### src/common/hack_defines.svh
`ifndef HACK_DEFINES_SVH
`define HACK_DEFINES_SVH

// ---------------------------------------------------------------------------
// Datapath widths
// ---------------------------------------------------------------------------

`define HACK_WORD_W 16  // Data word, A and D registers
`define HACK_ADDR_W 15  // Data address and PC

// ---------------------------------------------------------------------------
// Reset values
// ---------------------------------------------------------------------------

// First instruction fetched after reset
`define HACK_PC_RESET 15'd0

`endif

### src/common/hack_pkg.sv
package hack_pkg;

    // -----------------------------------------------------------------------
    // ALU control and status
    // -----------------------------------------------------------------------

    // Comp bits c1..c6 in instruction order
    typedef struct packed {
        logic zx;  // Zero x
        logic nx;  // Invert x
        logic zy;  // Zero y
        logic ny;  // Invert y
        logic f;   // 1 add, 0 and
        logic no;  // Invert output
    } hack_alu_ctrl_t;

    typedef struct packed {
        logic zr;  // Result is zero
        logic ng;  // Result is negative
    } hack_alu_flags_t;

    // -----------------------------------------------------------------------
    // Decoded instruction
    // -----------------------------------------------------------------------

    // Dest and jump are already zero for A-instructions
    typedef struct packed {
        logic           is_c;    // C-instruction
        logic           sel_m;   // Operand y from M instead of A
        hack_alu_ctrl_t alu;
        logic           dest_a;
        logic           dest_d;
        logic           dest_m;
        logic [2:0]     jump;    // lt, eq, gt
    } hack_ctrl_t;

endpackage

### src/hw/hack_alu.sv
`timescale 1ns/1ps
`include "hack_defines.svh"

module hack_alu (
    input  logic [`HACK_WORD_W-1:0]  i_x,
    input  logic [`HACK_WORD_W-1:0]  i_y,
    input  hack_pkg::hack_alu_ctrl_t i_ctrl,
    output logic [`HACK_WORD_W-1:0]  o_result,
    output hack_pkg::hack_alu_flags_t o_flags
);

    logic [`HACK_WORD_W-1:0] x_zero;
    logic [`HACK_WORD_W-1:0] x_op;
    logic [`HACK_WORD_W-1:0] y_zero;
    logic [`HACK_WORD_W-1:0] y_op;
    logic [`HACK_WORD_W-1:0] fn_out;

    // -----------------------------------------------------------------------
    // Input stages
    // -----------------------------------------------------------------------

    always_comb begin
        x_zero = i_ctrl.zx ? '0 : i_x;
        x_op   = i_ctrl.nx ? ~x_zero : x_zero;
    end

    always_comb begin
        y_zero = i_ctrl.zy ? '0 : i_y;
        y_op   = i_ctrl.ny ? ~y_zero : y_zero;
    end

    // -----------------------------------------------------------------------
    // Function and output stage
    // -----------------------------------------------------------------------

    always_comb begin
        if (i_ctrl.f) begin
            fn_out = x_op + y_op;  // Wraps at word width
        end else begin
            fn_out = x_op & y_op;
        end
    end

    assign o_result = i_ctrl.no ? ~fn_out : fn_out;

    // Two's complement sign is the top bit
    assign o_flags.zr = (o_result == '0);
    assign o_flags.ng = o_result[`HACK_WORD_W-1];

    // D-A goes through every stage, invert x, add, invert output
    always_comb begin
        assert final (i_ctrl != 6'b010011 || o_result == i_x - i_y)
            else $error("ALU D-A gave %h for %h - %h", o_result, i_x, i_y);
    end

endmodule

### src/hw/hack_decoder.sv
`timescale 1ns/1ps
`include "hack_defines.svh"

module hack_decoder (
    input  logic [`HACK_WORD_W-1:0] i_instruction,
    output hack_pkg::hack_ctrl_t    o_ctrl
);

    logic       is_c;
    logic       a_bit;
    logic [5:0] comp;
    logic [2:0] dest;
    logic [2:0] jmp;

    // -----------------------------------------------------------------------
    // Instruction fields
    // -----------------------------------------------------------------------

    // C-instruction layout is 1 1 1 a c1..c6 d1 d2 d3 j1 j2 j3
    assign is_c  = i_instruction[`HACK_WORD_W-1];
    assign a_bit = i_instruction[12];
    assign comp  = i_instruction[11:6];
    assign dest  = i_instruction[5:3];   // A, D, M
    assign jmp   = i_instruction[2:0];   // lt, eq, gt

    // -----------------------------------------------------------------------
    // Control struct
    // -----------------------------------------------------------------------

    always_comb begin
        o_ctrl.is_c  = is_c;
        o_ctrl.alu   = comp;  // Don't care for A-instructions

        if (is_c) begin
            o_ctrl.sel_m  = a_bit;
            o_ctrl.dest_a = dest[2];
            o_ctrl.dest_d = dest[1];
            o_ctrl.dest_m = dest[0];
            o_ctrl.jump   = jmp;
        end else begin
            // Constant bits must not leak into any enable
            o_ctrl.sel_m  = 1'b0;
            o_ctrl.dest_a = 1'b0;
            o_ctrl.dest_d = 1'b0;
            o_ctrl.dest_m = 1'b0;
            o_ctrl.jump   = 3'b000;
        end
    end

endmodule

### src/hw/hack_pc.sv
`timescale 1ns/1ps
`include "hack_defines.svh"

module hack_pc (
    input  logic                      i_clk,
    input  logic                      i_arst_n,
    input  logic [2:0]                i_jump,
    input  hack_pkg::hack_alu_flags_t i_flags,
    input  logic [`HACK_ADDR_W-1:0]   i_target,
    output logic [`HACK_ADDR_W-1:0]   o_pc
);

    logic                    is_pos;
    logic                    take_jump;
    logic [`HACK_ADDR_W-1:0] pc_next;

    // -----------------------------------------------------------------------
    // Jump condition
    // -----------------------------------------------------------------------

    assign is_pos = !i_flags.zr && !i_flags.ng;

    // JMP sets all three bits, so one of them always matches
    assign take_jump = (i_jump[2] && i_flags.ng)
                    || (i_jump[1] && i_flags.zr)
                    || (i_jump[0] && is_pos);

    assign pc_next = take_jump ? i_target : o_pc + 1'b1;  // Wraps at 15 bits

    // -----------------------------------------------------------------------
    // PC register
    // -----------------------------------------------------------------------

    always_ff @(posedge i_clk or negedge i_arst_n) begin
        if (!i_arst_n) begin
            o_pc <= `HACK_PC_RESET;
        end else begin
            o_pc <= pc_next;
        end
    end

    a_no_jump_inc: assert property (
        @(posedge i_clk) disable iff (!i_arst_n)
        (i_jump == 3'b000) |=> (o_pc == $past(o_pc) + 1'b1)
    ) else $error("PC did not increment on a non-jump instruction");

endmodule

### src/cpu/hack_cpu.sv
`timescale 1ns/1ps
`include "hack_defines.svh"

module hack_cpu (
    input  logic                    i_clk,
    input  logic                    i_arst_n,
    input  logic [`HACK_WORD_W-1:0] i_instruction,
    input  logic [`HACK_WORD_W-1:0] i_in_m,
    output logic [`HACK_WORD_W-1:0] o_out_m,
    output logic                    o_write_m,
    output logic [`HACK_ADDR_W-1:0] o_address_m,
    output logic [`HACK_ADDR_W-1:0] o_pc
);

    import hack_pkg::*;

    hack_ctrl_t              ctrl;
    hack_alu_flags_t         alu_flags;
    logic [`HACK_WORD_W-1:0] a_reg;
    logic [`HACK_WORD_W-1:0] d_reg;
    logic [`HACK_WORD_W-1:0] alu_y;
    logic [`HACK_WORD_W-1:0] alu_result;

    // -----------------------------------------------------------------------
    // Decode and execute
    // -----------------------------------------------------------------------

    hack_decoder u_decoder (
        .i_instruction (i_instruction),
        .o_ctrl        (ctrl)
    );

    assign alu_y = ctrl.sel_m ? i_in_m : a_reg;  // a-bit picks M or A

    hack_alu u_alu (
        .i_x      (d_reg),
        .i_y      (alu_y),
        .i_ctrl   (ctrl.alu),
        .o_result (alu_result),
        .o_flags  (alu_flags)
    );

    // -----------------------------------------------------------------------
    // A and D registers
    // -----------------------------------------------------------------------

    always_ff @(posedge i_clk or negedge i_arst_n) begin
        if (!i_arst_n) begin
            a_reg <= '0;
        end else if (!ctrl.is_c) begin
            a_reg <= {1'b0, i_instruction[`HACK_ADDR_W-1:0]};  // @constant
        end else if (ctrl.dest_a) begin
            a_reg <= alu_result;
        end
    end

    always_ff @(posedge i_clk or negedge i_arst_n) begin
        if (!i_arst_n) begin
            d_reg <= '0;
        end else if (ctrl.dest_d) begin
            d_reg <= alu_result;
        end
    end

    // -----------------------------------------------------------------------
    // Program counter
    // -----------------------------------------------------------------------

    // Jump target is the A value before this instruction writes it
    hack_pc u_pc (
        .i_clk    (i_clk),
        .i_arst_n (i_arst_n),
        .i_jump   (ctrl.jump),
        .i_flags  (alu_flags),
        .i_target (a_reg[`HACK_ADDR_W-1:0]),
        .o_pc     (o_pc)
    );

    // -----------------------------------------------------------------------
    // Memory side
    // -----------------------------------------------------------------------

    assign o_out_m     = alu_result;
    assign o_write_m   = ctrl.dest_m;  // Memory samples it at the next edge
    assign o_address_m = a_reg[`HACK_ADDR_W-1:0];

    a_no_write_on_a_instr: assert property (
        @(posedge i_clk) !i_instruction[`HACK_WORD_W-1] |-> !o_write_m
    ) else $error("Memory write strobe high for an A-instruction");

endmodule

### config.mk
export PLATFORM = sky130hd
export DESIGN_NAME = hack_cpu
export DESIGN_NICKNAME = d
export VERILOG_FILES = /design/src/common/hack_pkg.sv /design/src/hw/hack_alu.sv /design/src/hw/hack_decoder.sv /design/src/hw/hack_pc.sv /design/src/cpu/hack_cpu.sv
export VERILOG_INCLUDE_DIRS = /design/src /design/src/common
export SDC_FILE = /design/constraint.sdc
export NUM_CORES = 1
export LEC_CHECK = 0
export ABC_CLOCK_PERIOD_IN_PS = 4450
export BUFFER_PORTS_ARGS = -buffer_cell sky130_fd_sc_hd__buf_4
export CORE_AREA = 2 2 118 120
export DETAILED_ROUTE_END_ITERATION = 10
export DIE_AREA = 0 0 120 122
export SETUP_SLACK_MARGIN = 0.15
export SLEW_MARGIN = 20
export SYNTH_ARGS = -nofsm -noshare
export SYNTH_HDL_FRONTEND = slang
export SYNTH_HIERARCHICAL = 1
export SYNTH_SLANG_ARGS = --single-unit
### constraint.sdc
create_clock -name i_clk -period 4.45 [get_ports i_clk]
set_clock_uncertainty 0.2 [all_clocks]
set_input_delay 0.445 -clock i_clk [delete_from_list [all_inputs] [get_ports i_clk]]
set_output_delay 0.445 -clock i_clk [all_outputs]
set_load 0.05 [all_outputs]
==> reports/results.ini, run 1 <==
[die]
die_h_um = 122
coreArea_sq_mm = 0.0135
rows = 43
die_area_sq_mm = 0.0146
start_util_pct = 34.0
num_io_pins = 81
die_w_um = 120

[sta]
maxSlewViolCount = 0
setup_viol = 15
hold_viol_final = 0
min_period_ns = 4.63
setup_slack_ns = -0.180
rsz0062_at_grt = yes
tightest_slew_ns = 1.01
slew_headroom_pct = 32.6
finalCritPeriodShare_pct = 104
clock.fmax_mhz = 216

[logic_synthesis]
async_flop_share_pct = 100
ys_seq_area_share_pct = 25.6
synth-seq-cells = 47
syn_avg_cell_area_sq_um = 9.10
synth_top_area_share_pct = 25.6
synth_edf_count = 0
yosysTopAreaCell = dfrtp_1
synth.distinct_cells = 75
synth_warnings = 6
syn_inst = 504
syn_area_sq_mm = 0.00459
synth.area.top_cells = dfrtp_1, xnor2_1, mux2_2, mux2i_1, nand2b_1
synth_nets = 556
synth_ff_type = dfrtp_1

[cells_and_area]
fill_cells = 1247
diodes = 0
synthToLayoutAreaGrowth_pct = 41.3
nets = 694
stdcell_count = 823
register_area_sq_mm = 0.00118
final_cell_area_sq_mm = 0.00648
multi_input_area_sq_mm = 0.00335
drive_above_1_share_pct = 45.9

[critical_path]
cp_max_fo = 8
arrival_ns = 4.65
endpoint_kind = flop
cp-start-kind = primary input
crit_top_cell = buf_12
critPathTopFamily = compound AO/OA/AOI/OAI gates
required_ns = 4.47
slowest_stage = or4_4
cp_num_buf_inv = 6
cp_slowest_stage_delay_ns = 0.56
r2r_slack_ns = -0.05
critical_path_class = in -> reg
crit_chain = buf_6 > and2_4 > buf_8 > mux2_4 > nand2b_4 > xnor2_2 > ha_1 > a21oi_4 > o211ai_4 > buf_4 > a211oi_2 > or4_1 > nand3_1 > or4_4 > a2111oi_4 > nor3b_2 > a221oi_4 > buf_12 > buf_12 > buf_16 > nor2_2 > a21oi_2

[clock_network]
htreeDepth = 2
cts_made_buffers = 5
clk_path_buf_depth = 2
cts.clk_slew.worst_paths_ns = 0.06
clock_latency_ns = 0.29
cts_root_buf = clkbuf_16
cts.sinks = 47
cts_tree = done

[run_status]
violations = negative setup slack
status = complete, but fails checks

[placement]
place_area_sq_mm = 0.00579
place_congestion = 0.853
dp_hpwl_um = 10700
dp.cells = 796
portBuffers = 80

[global_routing]
grt_pass1_wl_um = 23200
track_usage_pct = 20.1
grt_pass1_vias = 4441
antenna_found_initial = 0
grt_overflow = 0
grt_max_degree = 48

[route]
drt-vias-per-instance = 5.11
vias = 4205
ant_nets = 0
drt_iter0_drc = 216
avgRoutedWirePerCell_um = 17.5
drcViolationCount = 0
wirelength_um = 14400
drt_pass1_iterations = 4

[power_and_ir_drop]
irDropWorstVdd_mv = 0.410
p_leak_uw = 0.00274
p_per_area_mw_per_mm2 = 681

[job]
maxCapViolations = 0

[hold_path]
hp-class = in -> reg

routing by layer:
metal  routed length, um  vias up  GRT usage (%)
li1                    -     2049              -
met3                 653       11           2.62
met4                 177        0           4.12
met2                7080      101           34.6
met1                6480     2044           26.9
met5                   0        -              0
layout make-up:
type,count,area share [%]
clock inverter,2,0.541
tap,180,3.48
timing repair buffer,181,23.2
clock buffer,6,2.14
multi-input combinational,394,51.7
sequential,47,18.2
inverter,13,0.753
kinds of logic (layout without fill, tap and decap cells):
kind of cell             Yosys count  count (layout)  synth area share, %
flip-flops                        47              47                 25.6
buffers and inverters             63             202                 8.89
adder cells (fa/ha/maj)           18              18                 5.07
AO/OA/AOI/OAI                     90              90                 15.2
XOR/XNOR                          60              60                 11.5
AND/OR/NAND/NOR                  171             171                 20.6
multiplexers                      55              55                 13.1
metrics by stage:
stage	setup WS, ns	utilization (%)	TNS, ns	power, uW	hold WS, ns
after floorplan	-0.412	-	-5.49	2640	-0.0506
after global placement	-0.579	42.9	-8.44	3550	0.292
after detailed placement	-0.638	42.9	-9.05	3590	0.297
after CTS	-0.118	46.4	-1.27	4240	0.202
after global routing	-0.334	48.0	-4.46	4660	0.209
final	-0.180	48.0	-2.25	4410	0.210
cell usage after synthesis, drive strengths merged, types with 8 or more instances:
master  number
xnor2       56
dfrtp       47
nor2        44
buf         37
a21oi       36
nand2b      35
mux2        33
mux2i       22
ha          17
nand2       16
nand3       14
clkbuf      13
inv         12
nand4       10
nor3        10
and2         9
o21ai        8
worst min-delay path: cells and delay by family:
kind,cells,cell delay (ns)
buf+inv,1,0.08
simple gates,1,0.03
compound gates,1,0.10
where the power goes:
part	internal, uW	switching [uW]	total (uW)
clock network	280	165	444
logic	1410	1800	3210
registers	591	167	758
path summary, 6_finish.rpt:
kind                            endpoint         startpoint  depth (start not counted)
setup / recovery            u_pc/o_pc[7]  i_instruction[12]                         22
setup reg to reg            u_pc/o_pc[7]           a_reg[1]                         19
min in group asynchronous       a_reg[2]           i_arst_n                          2
hold / removal                 a_reg[13]  i_instruction[13]                          3
max in group asynchronous  u_pc/o_pc[10]           i_arst_n                          2
hold reg to reg                 d_reg[6]           d_reg[6]                          1
layout by cell type (no fill, tap or decap), types with 16 or more instances in the layout:
cell type	count
dfrtp_1	47
mux2_2	29
a21oi_1	19
nor2_1	34
xnor2_1	50
a21oi_2	16
nand2_1	16
nand2b_1	33
buf_4	167
mux2i_1	22
repair_timing:
action | 4_1_cts | 5_1_grt
pin swaps | 9 | 21
setup endpoints to repair | 18 | 20
hold buffers | 1 | 0
gates cloned | 2 | 1
hold endpoints to repair | 47 | 0
gates resized for setup | 33 | 21
setup buffers | 7 | 8
No activity file was read; power rests on OpenSTA's default activity.
==> run 2, diff against run 1 <==
--- a/config.mk
+++ b/config.mk
@@ -11,6 +11,7 @@
 export CORE_AREA = 2 2 118 120
 export DETAILED_ROUTE_END_ITERATION = 10
 export DIE_AREA = 0 0 120 122
+export REMOVE_ABC_BUFFERS = 1
 export SETUP_SLACK_MARGIN = 0.15
 export SLEW_MARGIN = 20
 export SYNTH_ARGS = -nofsm -noshare
==> reports/results.ini, run 2 (synthesized netlist as in run 1, its figures left out) <==
[placement]
place_area_sq_mm = 0.00573
dp_hpwl_um = 10200
dp.cells = 803
place_congestion = 0.883
portBuffers = 80

[clock_network]
htreeDepth = 2
cts_root_buf = clkbuf_16
cts_made_buffers = 5
cts_tree = done
cts.clk_slew.worst_paths_ns = 0.06
clock_latency_ns = 0.29
clk_path_buf_depth = 2
cts.sinks = 47

[global_routing]
track_usage_pct = 18.5
grt_pass1_vias = 4174
antenna_found_initial = 0
grt_max_degree = 48
grt_overflow = 0
grt_pass1_wl_um = 21600

[critical_path]
slowest_stage = or4_4
cp_max_fo = 6
required_ns = 4.43
critPathTopFamily = compound AO/OA/AOI/OAI gates
endpoint_kind = flop
critical_path_class = in -> reg
cp_slowest_stage_delay_ns = 0.54
crit_chain = buf_6 > and2_4 > mux2_2 > nand2b_1 > xnor2_1 > ha_2 > fa_2 > a21o_4 > a211oi_2 > o22ai_1 > or4_4 > mux2i_4 > o2111ai_4 > a2111oi_4 > nor3b_2 > a221oi_4 > buf_12 > mux2_4
arrival_ns = 4.55
cp-start-kind = primary input
cp_num_buf_inv = 2

[route]
vias = 4288
drcViolationCount = 0
drt-vias-per-instance = 5.13
drt_pass1_iterations = 5
avgRoutedWirePerCell_um = 16.9
drt_iter0_drc = 238
ant_nets = 0
wirelength_um = 14100

[cells_and_area]
layout_common_cells = buf_4, dfrtp_1, xnor2_1
synthToLayoutAreaGrowth_pct = 45.6
diodes = 0
nets = 707
fill_cells = 1233
drive_above_1_share_pct = 49.1
mostFrequentLayoutCell = buf_4
final_cell_area_sq_mm = 0.00668
stdcell_count = 836

[die]
coreArea_sq_mm = 0.0135
start_util_pct = 34.0
num_io_pins = 81
die_h_um = 122
die_w_um = 120
rows = 43
die_area_sq_mm = 0.0146

[sta]
finalCritPeriodShare_pct = 103
rsz0062_at_grt = yes
hold_viol_final = 0
slew_headroom_pct = 37.5
setup_viol = 15
clock.fmax_mhz = 219
maxSlewViolCount = 0
setup_slack_ns = -0.121
tightest_slew_ns = 0.937
min_period_ns = 4.57

[job]
maxCapViolations = 0

[power_and_ir_drop]
finalPower_uw = 4610
irDropWorstVdd_mv = 0.225
p_leak_uw = 0.00286
p_per_area_mw_per_mm2 = 690

[hold_path]
hp-class = in -> reg

[run_status]
status = complete, but fails checks
violations = negative setup slack

## run 2: worst min-delay path: cells and delay by family
kind / cells / cell delay (ns)
compound gates: 1 / 0.10
buf+inv: 1 / 0.07
simple gates: 1 / 0.03
## run 2: final cells by class
cell class / instances / area [sq um] / share of cell area (%)
Multi-Input combinational cell: 394 / 3500 / 52.4
Timing Repair Buffer: 194 / 1540 / 23.1
Sequential cell: 47 / 1180 / 17.6
Tap cell: 180 / 225 / 3.37
Clock buffer: 6 / 129 / 1.93
Clock inverter: 2 / 60.1 / 0.899
Inverter: 13 / 48.8 / 0.731
## run 2: worst paths after layout
check / cells after the start / startpoint / slack (ns) / end
max: 18 / i_instruction[12] / -0.12 / u_pc/o_pc[1]
min: 3 / i_instruction[14] / 0.19 / a_reg[14]
max reg2reg: 16 / a_reg[0] / -0.05 / u_pc/o_pc[1]
min reg2reg: 1 / d_reg[11] / 0.31 / d_reg[11]
max in group asynchronous: 2 / i_arst_n / 3.13 / u_pc/o_pc[5]
min in group asynchronous: 2 / i_arst_n / 0.50 / a_reg[12]
## run 2: repair_timing
item,in CTS,in global routing
setup buffers,14,10
endpoints found under the setup margin,18,21
gates cloned,0,0
hold buffers,1,0
pin swaps,26,29
gates resized for setup,45,58
endpoints found under the hold margin,36,0
## run 2: metal layers
metal  global-route usage, %  wire length [um]  vias to the layer above
met3                    1.64               410                       29
met1                    24.2              6230                     2092
li1                        -                 -                     2067
met4                    7.50               488                        0
met2                    31.5              6990                      100
met5                       0                 0                        -
## run 2: through the flow
stage          TNS (ns)  hold slack, ns  utilization (%)  worst slack, ns
3_5_place_dp      -9.61           0.297             42.5           -0.671
4_1_cts          -0.573           0.190             46.3          -0.0810
2_1_floorplan    -21.20         -0.0506                -            -1.48
6_report          -1.00           0.195             49.4           -0.121
5_1_grt           -3.23           0.218             49.4           -0.251
3_3_place_gp      -8.21           0.292             42.5           -0.588
## run 2: where the power goes
| group | internal [uW] | leakage (uW) | switching, uW |
|---|---|---|---|
| registers | 591 | 0.000533 | 163 |
| logic | 1520 | 0.00224 | 1850 |
| clock network | 322 | 0.0000911 | 168 |
| total | 2430 | 0.00286 | 2180 |
==> run 3, diff against run 2 <==
--- a/config.mk
+++ b/config.mk
@@ -8,7 +8,7 @@
 export LEC_CHECK = 0
 export ABC_CLOCK_PERIOD_IN_PS = 4450
 export BUFFER_PORTS_ARGS = -buffer_cell sky130_fd_sc_hd__buf_4
-export CORE_AREA = 2 2 118 120
+export CORE_AREA = 4 4 116 118
 export DETAILED_ROUTE_END_ITERATION = 10
 export DIE_AREA = 0 0 120 122
 export REMOVE_ABC_BUFFERS = 1
@@ -16,5 +16,4 @@
 export SLEW_MARGIN = 20
 export SYNTH_ARGS = -nofsm -noshare
 export SYNTH_HDL_FRONTEND = slang
-export SYNTH_HIERARCHICAL = 1
 export SYNTH_SLANG_ARGS = --single-unit
==> reports/results.ini, run 3 <==
[run_status]
status = complete, no violations

[clock_network]
clock_latency_ns = 0.29
cts.clk_slew.worst_paths_ns = 0.07
cts_root_buf = clkbuf_16
cts_tree = done
cts.sinks = 47
htreeDepth = 2
cts_made_buffers = 5
clk_path_buf_depth = 2

[cells_and_area]
fill_cells = 1212
diodes = 0
drive_above_1_share_pct = 36.3
stdcell_count = 789
mostFrequentLayoutCell = buf_4
synthToLayoutAreaGrowth_pct = 35.5
final_cell_area_sq_mm = 0.00574
layout_common_cells = buf_4, nand2_1, dfrtp_1
nets = 668

[route]
vias = 3828
drt_iter0_drc = 195
drt_pass1_iterations = 4
wirelength_um = 12300
drt-vias-per-instance = 4.85
ant_nets = 0
drcViolationCount = 0
avgRoutedWirePerCell_um = 15.5

[sta]
rsz0062_at_grt = yes
tightest_slew_ns = 0.850
clock.fmax_mhz = 232
hold_viol_final = 0
fin_tns_setup_ns = 0
maxSlewViolCount = 0
setup_viol = 0
finalCritPeriodShare_pct = 97.0
min_period_ns = 4.32
slew_headroom_pct = 43.2
setup_slack_ns = 0.132

[logic_synthesis]
syn_inst = 491
syn_avg_cell_area_sq_um = 8.63
synth-seq-cells = 47
yosysTopAreaCell = dfrtp_1
synth_edf_count = 0
synth_ff_type = dfrtp_1
synth.distinct_cells = 58
synth.area.top_cells = dfrtp_1, xnor2_1, a21oi_1, nand2_1, xor2_1
synth_commonest_cells = nand2_1, a21oi_1, dfrtp_1
ys_seq_area_share_pct = 27.8
synth_warnings = 0
synth.most_common_cell = nand2_1
async_flop_share_pct = 100
syn_area_sq_mm = 0.00424
synth_top_area_share_pct = 27.8

[die]
die_area_sq_mm = 0.0146
die_h_um = 122
num_io_pins = 81
die_w_um = 120
rows = 41
coreArea_sq_mm = 0.0125
start_util_pct = 34.0

[hold_path]
hp-class = in -> reg

[placement]
dp.cells = 776
place_ws_ns = -0.346
place_area_sq_mm = 0.00539
place_congestion = 0.979
dp_hpwl_um = 9590
portBuffers = 80

[global_routing]
met1_usage_pct = 20.1
grt_max_degree = 48
grt_pass1_wl_um = 19300
grtUsageMet3_pct = 2.00
track_usage_pct = 16.5
grt_pass1_vias = 3811
antenna_found_initial = 0
grt_util_met2_pct = 30.4
grt_overflow = 0
busiest_layer = met2

[critical_path]
critical_path_class = in -> reg
endpoint_kind = flop
required_ns = 4.42
cp_max_fo = 8
cp-start-kind = primary input
arrival_ns = 4.29

[power_and_ir_drop]
irDropWorstVdd_mv = 0.215
p_per_area_mw_per_mm2 = 694
p_leak_uw = 0.00265

[job]
maxCapViolations = 0

==> run 3: per-layer routing <==
layer  up-vias  wire (um)
met3        14        371
li1       1940          -
met2        65       6330
met1      1809       5350
met4         0        208
met5         -          0
==> run 3: critical path, stage by stage <==
cell and delay, ns:
buf_8 0.10, and2_4 0.17, buf_4 0.13, nand2_1 0.06, a21oi_1 0.08, xor2_1 0.19
ha_2 0.40, o211ai_1 0.16, o211ai_1 0.36, nand3_1 0.16, a21o_1 0.21, a31oi_1 0.19
or4bb_1 0.50, mux2i_1 0.18, buf_4 0.15, nand3_2 0.06, a31o_4 0.29, buf_12 0.15
mux2_4 0.29
==> run 3: through the flow <==
stage                     utilization [%]  total power [uW]  hold WS (ns)
final                                46.1              3980         0.211
after global routing                 46.1              4220         0.224
after CTS                            45.5              3930         0.206
after detailed placement             43.2              3400         0.278
after global placement               43.2              3350         0.265
after floorplan                         -              2410       -0.0506
==> run 3: power breakdown <==
part | leakage [uW] | internal (uW) | switching (uW)
Sequential | 0.000546 | 596 | 141
Clock | 0.0000911 | 322 | 165
Combinational | 0.00202 | 1180 | 1570
Total | 0.00265 | 2100 | 1880
==> run 3: layout make-up <==
cell class / instances / area, sq um / share of cell area [%]
clock buffers: 6 / 129 / 2.24
clock inverters: 2 / 60.1 / 1.05
inverters: 17 / 63.8 / 1.11
multi-input cells: 384 / 2820 / 49.1
flip-flops and latches: 47 / 1180 / 20.5
well taps: 172 / 215 / 3.75
repair buffers: 161 / 1270 / 22.2
==> run 3: worst paths after layout <==
check,from,end,slack [ns],cells after the start
worst min-delay path,i_instruction[4],a_reg[4],0.21,3
worst max-delay path,i_instruction[15],u_pc.o_pc[4],0.13,19
worst max register to register,a_reg[1],u_pc.o_pc[4],0.16,17
max in group asynchronous,i_arst_n,u_pc.o_pc[13],3.09,2
min in group asynchronous,i_arst_n,d_reg[3],0.52,2
worst min register to register,d_reg[13],d_reg[13],0.29,2
==> run 3: timing repair <==
action,in CTS,in global routing
setup endpoints to repair,15,18
pin swaps,10,8
resized for setup,14,15
cloned,1,0
setup buffers,2,1
endpoints found under the hold margin,11,0
hold buffers,1,0
==> run 3: logic make-up (layout without fill, tap and decap cells) <==
kind of cell / Yosys count / count (layout) / synth area share, %
XOR/XNOR: 64 / 64 / 13.2
flip-flops: 47 / 47 / 27.8
multiplexers: 44 / 44 / 12.0
buffers and inverters: 60 / 186 / 7.71
adder cells (fa/ha/maj): 18 / 18 / 5.49
AO/OA/AOI/OAI: 103 / 103 / 15.4
AND/OR/NAND/NOR: 155 / 155 / 18.4
